[src/design/core_pkg.sv]
package core_pkg;

	// Opcodes of the accumulator machine
	typedef enum logic [1:0]
	{
		LDI,
		ADDI,
		XORI,
		HALT
	} core_op_e;

	// One ROM word, opcode above operand
	typedef struct packed
	{
		core_op_e   op;
		logic [7:0] operand;
	} core_instr_t;

	// Core state as seen by the debug unit
	typedef struct packed
	{
		logic [7:0]  pc;
		logic [7:0]  acc;
		// Pads the instruction out to two bytes
		logic [5:0]  instr_pad;
		core_instr_t instr;
		logic [15:0] step_count;
		// Only bit 0 carries the flag
		logic [7:0]  halted;
	} core_snap_t;

	localparam int PROG_LEN = 5;

	// Fixed program, ends on HALT
	localparam core_instr_t PROG_ROM [PROG_LEN] = '{
		'{LDI,  8'h05},
		'{ADDI, 8'h03},
		'{XORI, 8'h0F},
		'{ADDI, 8'h21},
		'{HALT, 8'h00}
	};

endpackage

[src/design/link_pkg.sv]
package link_pkg;

	////////////////////////////////////////
	// Serial line timing
	////////////////////////////////////////

	localparam int CLKS_PER_BIT = 16;
	localparam int BAUD_CNT_W = $clog2(CLKS_PER_BIT);

	// Last count of a full bit period
	localparam logic [BAUD_CNT_W-1:0] BAUD_LAST = BAUD_CNT_W'(CLKS_PER_BIT - 1);
	// Middle of the start bit
	localparam logic [BAUD_CNT_W-1:0] BAUD_HALF = BAUD_CNT_W'(CLKS_PER_BIT / 2 - 1);

	////////////////////////////////////////
	// Host commands and dump format
	////////////////////////////////////////

	// 'p', step one instruction
	localparam logic [7:0] CMD_STEP = 8'h70;
	// 'c', run until HALT
	localparam logic [7:0] CMD_CONT = 8'h63;

	// Leads every dump
	localparam logic [7:0] DUMP_MAGIC = 8'hA5;

	localparam int DUMP_BYTES = 8;
	localparam int DUMP_CNT_W = $clog2(DUMP_BYTES);
	localparam logic [DUMP_CNT_W-1:0] DUMP_LAST = DUMP_CNT_W'(DUMP_BYTES - 1);

	// Debug controller states
	typedef enum logic [2:0]
	{
		IDLE,
		STEP,
		RUN,
		LOAD,
		SEND,
		WAIT_DONE
	} dbg_state_e;

endpackage

[src/design/debug_top.sv]
`timescale 1ns/100ps

module debug_top
(
	input  logic clk,
	input  logic rst,
	input  logic rx,
	output logic tx
);

	import core_pkg::*;

	// Receiver to debug unit
	logic       rx_rdy;
	logic [7:0] rx_byte;

	// Debug unit to transmitter
	logic       tx_write;
	logic [7:0] tx_byte;
	logic       tx_done;

	// Debug unit to core
	logic       step_en;
	core_snap_t snap;

	uart_rx rx0
	(
		.clk     (clk),
		.rst     (rst),
		.rx      (rx),
		.rx_byte (rx_byte),
		.rx_rdy  (rx_rdy)
	);

	uart_tx tx0
	(
		.clk      (clk),
		.rst      (rst),
		.tx_write (tx_write),
		.tx_byte  (tx_byte),
		.tx       (tx),
		.tx_done  (tx_done)
	);

	debug_unit dbg0
	(
		.clk      (clk),
		.rst      (rst),
		.rx_rdy   (rx_rdy),
		.rx_byte  (rx_byte),
		.tx_done  (tx_done),
		.snap     (snap),
		.step_en  (step_en),
		.tx_write (tx_write),
		.tx_byte  (tx_byte)
	);

	step_core core0
	(
		.clk     (clk),
		.rst     (rst),
		.step_en (step_en),
		.snap    (snap)
	);

endmodule

[src/design/debug_unit.sv]
`timescale 1ns/100ps

module debug_unit
(
	input  logic                 clk,
	input  logic                 rst,
	input  logic                 rx_rdy,
	input  logic [7:0]           rx_byte,
	input  logic                 tx_done,
	input  core_pkg::core_snap_t snap,
	output logic                 step_en,
	output logic                 tx_write,
	output logic [7:0]           tx_byte
);

	import link_pkg::*;

	dbg_state_e state;
	// Dump image, top byte goes out first
	logic [DUMP_BYTES-1:0][7:0] dump_q;
	// Bytes already handed to the transmitter
	logic [DUMP_CNT_W-1:0] byte_cnt;

	////////////////////////////////////////
	// Control FSM
	////////////////////////////////////////

	always_ff @(posedge clk)
	begin
		if (rst)
		begin
			state <= IDLE;
			step_en <= 1'b0;
			tx_write <= 1'b0;
			byte_cnt <= '0;
		end
		else
		begin
			tx_write <= 1'b0;
			case (state)
				IDLE:
				begin
					// Bytes arriving in other states are lost
					if (rx_rdy && rx_byte == CMD_STEP)
					begin
						step_en <= 1'b1;
						state <= STEP;
					end
					else if (rx_rdy && rx_byte == CMD_CONT)
					begin
						step_en <= 1'b1;
						state <= RUN;
					end
				end
				STEP:
				begin
					// Single step pulse
					step_en <= 1'b0;
					state <= LOAD;
				end
				RUN:
				begin
					// Keep stepping until the core reports HALT
					if (snap.halted[0])
					begin
						step_en <= 1'b0;
						state <= LOAD;
					end
				end
				LOAD:
				begin
					byte_cnt <= '0;
					state <= SEND;
				end
				SEND:
				begin
					// Transmitter is idle here, tx_done came first
					tx_write <= 1'b1;
					state <= WAIT_DONE;
				end
				WAIT_DONE:
				begin
					if (tx_done)
					begin
						if (byte_cnt == DUMP_LAST)
							state <= IDLE;
						else
						begin
							byte_cnt <= byte_cnt + DUMP_CNT_W'(1);
							state <= SEND;
						end
					end
				end
				default:
				begin
					step_en <= 1'b0;
					state <= IDLE;
				end
			endcase
		end
	end

	////////////////////////////////////////
	// Dump register
	////////////////////////////////////////

	always_ff @(posedge clk)
	begin
		if (state == LOAD)
		begin
			// Snapshot frozen here, core may not change it mid dump anyway
			dump_q <= {
				DUMP_MAGIC,
				snap.pc,
				snap.acc,
				{6'b0, snap.instr.op},
				snap.instr.operand,
				snap.step_count[7:0],
				snap.step_count[15:8],
				snap.halted
			};
		end
		else if (state == SEND)
		begin
			tx_byte <= dump_q[DUMP_BYTES-1];
			dump_q <= {dump_q[DUMP_BYTES-2:0], 8'h00};
		end
	end

	// No stepping while loading or dumping
	a_step_scope: assert property (@(posedge clk) disable iff (rst)
		step_en |-> (state == STEP || state == RUN));

endmodule

[src/design/step_core.sv]
`timescale 1ns/100ps

module step_core
(
	input  logic                 clk,
	input  logic                 rst,
	input  logic                 step_en,
	output core_pkg::core_snap_t snap
);

	import core_pkg::*;

	logic [7:0]  pc;
	logic [7:0]  acc;
	logic [15:0] step_count;
	logic        halted;
	// Last executed instruction
	core_instr_t ir;
	core_instr_t fetch;

	////////////////////////////////////////
	// Fetch
	////////////////////////////////////////

	// Past the end of the ROM reads as HALT
	always_comb
	begin
		fetch = '{op: HALT, operand: 8'h00};
		if (pc < 8'(PROG_LEN))
			fetch = PROG_ROM[pc[2:0]];
	end

	////////////////////////////////////////
	// Execute
	////////////////////////////////////////

	always_ff @(posedge clk)
	begin
		if (rst)
		begin
			pc <= '0;
			acc <= '0;
			step_count <= '0;
			halted <= 1'b0;
			ir <= '0;
		end
		else if (step_en && !halted)
		begin
			ir <= fetch;
			// HALT counts as an executed instruction
			step_count <= step_count + 16'd1;
			pc <= pc + 8'd1;
			case (fetch.op)
				LDI:
					acc <= fetch.operand;
				ADDI:
					acc <= acc + fetch.operand;
				XORI:
					acc <= acc ^ fetch.operand;
				HALT:
				begin
					// pc stays on the HALT
					pc <= pc;
					halted <= 1'b1;
				end
				default:
					halted <= 1'b1;
			endcase
		end
	end

	assign snap = '{
		pc:         pc,
		acc:        acc,
		instr_pad:  6'b0,
		instr:      ir,
		step_count: step_count,
		halted:     {7'b0, halted}
	};

endmodule

[src/design/uart_rx.sv]
`timescale 1ns/100ps

module uart_rx
(
	input  logic       clk,
	input  logic       rst,
	input  logic       rx,
	output logic [7:0] rx_byte,
	output logic       rx_rdy
);

	import link_pkg::*;

	typedef enum logic [1:0]
	{
		RX_IDLE,
		RX_START,
		RX_DATA,
		RX_STOP
	} rx_state_e;

	rx_state_e             state;
	logic                  rx_meta;
	logic                  rx_sync;
	logic [BAUD_CNT_W-1:0] baud_cnt;
	logic [2:0]            bit_idx;
	logic [7:0]            shift_q;

	// Shift register holds the finished byte until the next frame
	assign rx_byte = shift_q;

	// Two flop synchronizer, line idles high
	always_ff @(posedge clk)
	begin
		if (rst)
		begin
			rx_meta <= 1'b1;
			rx_sync <= 1'b1;
		end
		else
		begin
			rx_meta <= rx;
			rx_sync <= rx_meta;
		end
	end

	always_ff @(posedge clk)
	begin
		if (rst)
		begin
			state <= RX_IDLE;
			baud_cnt <= '0;
			bit_idx <= '0;
			rx_rdy <= 1'b0;
		end
		else
		begin
			rx_rdy <= 1'b0;
			baud_cnt <= baud_cnt + BAUD_CNT_W'(1);
			case (state)
				RX_IDLE:
				begin
					baud_cnt <= '0;
					// Falling edge starts a frame
					if (!rx_sync)
						state <= RX_START;
				end
				RX_START:
				begin
					// Recheck at mid start bit, a glitch goes back to idle
					if (baud_cnt == BAUD_HALF)
					begin
						baud_cnt <= '0;
						bit_idx <= '0;
						state <= rx_sync ? RX_IDLE : RX_DATA;
					end
				end
				RX_DATA:
				begin
					if (baud_cnt == BAUD_LAST)
					begin
						baud_cnt <= '0;
						// LSB first, shift in from the top
						shift_q <= {rx_sync, shift_q[7:1]};
						bit_idx <= bit_idx + 3'd1;
						if (bit_idx == 3'd7)
							state <= RX_STOP;
					end
				end
				RX_STOP:
				begin
					if (baud_cnt == BAUD_LAST)
					begin
						// Low stop bit drops the frame
						rx_rdy <= rx_sync;
						state <= RX_IDLE;
					end
				end
				default:
					state <= RX_IDLE;
			endcase
		end
	end

	a_rdy_single: assert property (@(posedge clk) disable iff (rst)
		rx_rdy |=> !rx_rdy);

endmodule

[src/design/uart_tx.sv]
`timescale 1ns/100ps

module uart_tx
(
	input  logic       clk,
	input  logic       rst,
	input  logic       tx_write,
	input  logic [7:0] tx_byte,
	output logic       tx,
	output logic       tx_done
);

	import link_pkg::*;

	typedef enum logic [1:0]
	{
		TX_IDLE,
		TX_START,
		TX_DATA,
		TX_STOP
	} tx_state_e;

	tx_state_e             state;
	logic [BAUD_CNT_W-1:0] baud_cnt;
	logic [2:0]            bit_idx;
	logic [7:0]            shift_q;

	always_ff @(posedge clk)
	begin
		if (rst)
		begin
			state <= TX_IDLE;
			baud_cnt <= '0;
			bit_idx <= '0;
			tx <= 1'b1;
			tx_done <= 1'b0;
		end
		else
		begin
			tx_done <= 1'b0;
			baud_cnt <= baud_cnt + BAUD_CNT_W'(1);
			case (state)
				TX_IDLE:
				begin
					baud_cnt <= '0;
					if (tx_write)
					begin
						shift_q <= tx_byte;
						// Start bit
						tx <= 1'b0;
						state <= TX_START;
					end
				end
				TX_START:
				begin
					if (baud_cnt == BAUD_LAST)
					begin
						baud_cnt <= '0;
						bit_idx <= '0;
						tx <= shift_q[0];
						state <= TX_DATA;
					end
				end
				TX_DATA:
				begin
					if (baud_cnt == BAUD_LAST)
					begin
						baud_cnt <= '0;
						bit_idx <= bit_idx + 3'd1;
						shift_q <= {1'b0, shift_q[7:1]};
						tx <= shift_q[1];
						// After bit 7 the line goes to the stop level
						if (bit_idx == 3'd7)
						begin
							tx <= 1'b1;
							state <= TX_STOP;
						end
					end
				end
				TX_STOP:
				begin
					// Done fires as the line returns to idle
					if (baud_cnt == BAUD_LAST)
					begin
						tx_done <= 1'b1;
						state <= TX_IDLE;
					end
				end
				default:
					state <= TX_IDLE;
			endcase
		end
	end

	// Writer must hold off until the frame finishes
	a_write_idle: assert property (@(posedge clk) disable iff (rst)
		tx_write |-> state == TX_IDLE);

endmodule

[config.mk]
export PLATFORM = sky130hd
export DESIGN_NAME = debug_top
export DESIGN_NICKNAME = d
export VERILOG_FILES = /design/src/design/core_pkg.sv /design/src/design/link_pkg.sv /design/src/design/debug_top.sv /design/src/design/debug_unit.sv /design/src/design/step_core.sv /design/src/design/uart_rx.sv /design/src/design/uart_tx.sv
export SDC_FILE = /design/constraint.sdc
export NUM_CORES = 1
export LEC_CHECK = 0
export BUFFER_PORTS_ARGS = -buffer_cell sky130_fd_sc_hd__buf_4
export CORE_MARGIN = 2
export CORE_UTILIZATION = 60
export DETAILED_ROUTE_END_ITERATION = 7
export PLACE_DENSITY = 0.83
export SYNTH_ARGS = -nofsm -noshare
export SYNTH_HDL_FRONTEND = slang
export SYNTH_SLANG_ARGS = --single-unit
[constraint.sdc]
create_clock -name clk -period 5.2 [get_ports clk]
set_input_delay 0.52 -clock clk [delete_from_list [all_inputs] [get_ports clk]]
set_output_delay 0.52 -clock clk [all_outputs]
set_load 0.02 [all_outputs]
==> results.md <==
- Outcome: complete, no violations
- Hold depth: 2
- CTS tree: yes
- Max Fclk: 302.3 MHz
- Layout Skew: about 0.0053 ns
- Vias in the first global route: 4298
- Worst R2R End: dbg0.dump_q[24]
- Setup TNS: 0 ns
- Setup bufs post-CTS: 0
- CTS hold repair buffers: 0
- Vias: 4450
- Met3 Usage GRT: under 10%
- Setup-failing EPs final: 0
- RSZ-0062 raised after global routing: false
- Initial antenna violation count: 0
- Top Ports: 4
- WP data arrival: around 3.5 ns
- First-pass iteration count of the detailed router: 5
- DRC: 0
- Worst r2r src: dbg0.state[0]
- Yosys cell types: 60
- Drt wl/cell: ~16 µm
- Clock Sinks: roughly 150
- Worst-Skew Late Latency: approximately 0.53 ns
- Row count: 38
- Leakage: approximately 2.6 nW
- IO buf count: 3
- P per Cell Area: 352.8 nW/µm²
- Area contributors post-synth: edfxtp_1 (31%), dfxtp_1 (26%), ha_1 (6.1%)
- Worst hold endpoint: rx0.rx_meta
- Die width: approximately 110 µm
- Yosys warnings: 0
- CP cell instances: nor2_1 > nand2_1 > clkinv_1 > buf_4 > nor2_1 > clkinv_1 > buf_4
- Synthesized area per cell: about 11 µm²
- Crit Path Max Fanout: between 50 and 60
- Critical path class: reg2reg
- Measured slew at the worst slew-check pin: around 1.1 ns
- Rel. slew slack: 23.88%
- Largest net degree at the start of global routing: between 70 and 80
- Slew Viols, Final: 0
- M1 GR Usage: 26.92%
- Crit. End Element: flop
- Global Route Usage Sum: approximately 22%
- Crit path max-delay family: buffers and inverters
- CP Launch Type: flop
- Hold Crit Class: in2reg
- Routed Antenna Nets: 0
- Post-Syn Nets: around 630
- Area leader, netlist: edfxtp_1
- Die Height: 108.7 µm
- Slowest Stage Delay on Critical Path: 0.64 ns
- Clock-pin slew on the worst setup and hold paths: around 0.060 ns
- Hold Startpoint: rx
- Max-cap viol count: 0
- # nets final: between 600 and 700
- Sequential cell area fraction in the yosys report: approximately 56%
- Post-synth EDFFs: 67
- Grt met2 use: a little under two fifths
- Post-Syn Area: 6581 µm²
- Placed cell count: just over 700
- CP required: around 5.4 ns
- Total gr overflow: 0
- Layout area overhead: 9.886%
- Die area: 11820 µm²
- Final hold vios: 0
- Primary FF master, synth: dfxtp_1
- Crit-path slowest cell: nor2_1
- Routed vias/inst: 5.997
- Cells on worst reg2reg path: 7
- CTS max path bufs: 2
- Core Util, Final: about two thirds
- Clock tree root buffer cell: clkbuf_8
- Core area: approximately 11000 µm²
- CTS Buf Count: 17
- Initial Utilization: a little over 60%
- Worst IR Drop VDD: approximately 380 µV
- Min Tclk post-route: approximately 3.3 ns
- Period utilisation layout: 63.62%
- Number of synthesized register bits: between 150 and 200
- Fraction of registers with async set/reset: 0%
- CTS H-tree depth: 4
- Detail Placement HPWL: 7915 µm
- Fraction of layout instances using a drive strength above 1: 8.306%
- CP bufs+invs: 4
- GP Congestion: approximately 0.84
- Total wire length: 12200 µm
- First-pass GRT wire length: between 20000 and 25000 µm
- Synthesized netlist cell count: 593
- GR peak layer: met2
- Reg2reg setup slack: around 1.9 ns
- Share of the synthesized area in the top cell type: a little under a third
- Final Non-Filler Cells: about 740
- DRT iter0 DRCs: 436
- Number of diodes: 0
- Resized Gates After CTS: 0
[logic make-up (layout without fill, tap and decap cells)]
| family | after synthesis | in the layout | synth area share [%] |
|---|---|---|---|
| and+or+nand+nor | 191 | 191 | 14.66 |
| DFF | 152 | 152 | 56.43 |
| AOI/OAI and AO/OA | 131 | 131 | 14.35 |
| buffers and inverters | 52 | 61 | 3.232 |
| adders and majority gates | 33 | 33 | 6.388 |
| xor gates and xnor gates | 22 | 22 | 2.928 |
| muxes | 12 | 12 | 2.015 |
[worst max path at each step]
stage / depth (start not counted) / slack [ns] / startpoint / to
global route: 7 / 1.63 / dbg0.state[0] / dbg0.dump_q[16]
finish: 7 / 1.89 / dbg0.state[0] / dbg0.dump_q[24]
detailed placement: 7 / 1.90 / dbg0.state[0] / dbg0.dump_q[16]
global placement: 7 / 2.22 / dbg0.state[0] / dbg0.dump_q[9]
CTS: 7 / 1.90 / dbg0.state[0] / dbg0.dump_q[16]
floorplan: 10 / 2.70 / core0.pc[2] / core0.pc[7]
[registers in the layout, indices dropped and copies added, names as in the netlist, 2 cells and up, named ones only]
signal and count:
tx0.state 2, rx0.baud_cnt 4, dbg0.dump_q 57, core0.step_count 16, core0.acc 8, tx0.bit_idx 3
core0.snap 7, tx0.shift_q 8, dbg0.byte_cnt 3, core0.pc 8, dbg0.tx_byte 8, rx0.bit_idx 3
tx0.baud_cnt 4, rx0.rx_byte 8, dbg0.state 3
[worst reg2reg max path, delay by kind of cell (launching register included)]
kind | cells | cell delay (ns)
buf+inv | 4 | 1.41
flops | 1 | 0.50
simple gates | 3 | 1.06
[Yosys cell counts (2+ instances only)]
library cell	count
mux2i_1	2
a311o_1	2
and3_1	9
and2_1	10
o21ai_0	15
mux2_2	10
nand3_1	15
nor2b_1	7
xnor2_1	9
buf_2	8
a21o_1	2
a221oi_1	3
nor3b_1	3
edfxtp_1	67
and4_1	2
xor2_1	13
a21oi_1	34
or3_1	6
a32oi_1	2
or2_2	2
nor2_1	53
a211oi_1	10
nand2_1	47
buf_1	2
nor3_1	14
dfxtp_1	85
clkbuf_1	18
o22a_1	4
o22ai_1	3
a22o_1	42
ha_1	32
nor4b_1	2
nand4_1	6
a31oi_1	2
nor4_1	2
nand3b_1	5
inv_1	22
[per-layer routing]
layer,vias up,routed length (µm)
met5,-,0
met4,0,277
met3,25,451
met2,91,6236
met1,2172,5235
li1,2162,-
[per-stage QoR]
step	hold WS [ns]	power (W)	cell area, µm²	setup slack (ns)
2_1_floorplan	0.3895	0.001397	6581	2.702
3_3_place_gp	0.3992	0.001419	6675	2.216
3_5_place_dp	0.4076	0.001426	6675	1.898
4_1_cts	0.1578	0.002564	7232	1.899
5_1_grt	0.1638	0.002643	7232	1.628
6_report	0.1723	0.002551	7232	1.892
[cell type report]
cell class	count	area [µm²]
well taps	140	175.2
inverters	23	86.33
repair buffers	6	45.04
multi-input cells	389	2655
clock inverters	10	103.9
fillers	760	3561
clock buffers	22	452.9
flip-flops and latches	152	3714
[cells in the final DEF, fill, tap and decap left out, types with 13 or more instances in the layout]
cell and instances:
edfxtp_1 67, o21ai_0 15, inv_1 21, clkbuf_16 16
dfxtp_1 85, nor2_1 53, a22o_1 42, nand2_1 47
ha_1 32, xor2_1 13, nand3_1 15, a21oi_1 34
nor3_1 14
[power by group]
group / internal, W / switching [W] / total (W)
clock: 0.000701 / 0.000445 / 0.00115
combinational: 0.0000456 / 0.0000673 / 0.000113
sequential: 0.00127 / 0.0000189 / 0.00129
total: 0.00202 / 0.000532 / 0.00255
Note: power is estimated with default switching activity, not from simulation.
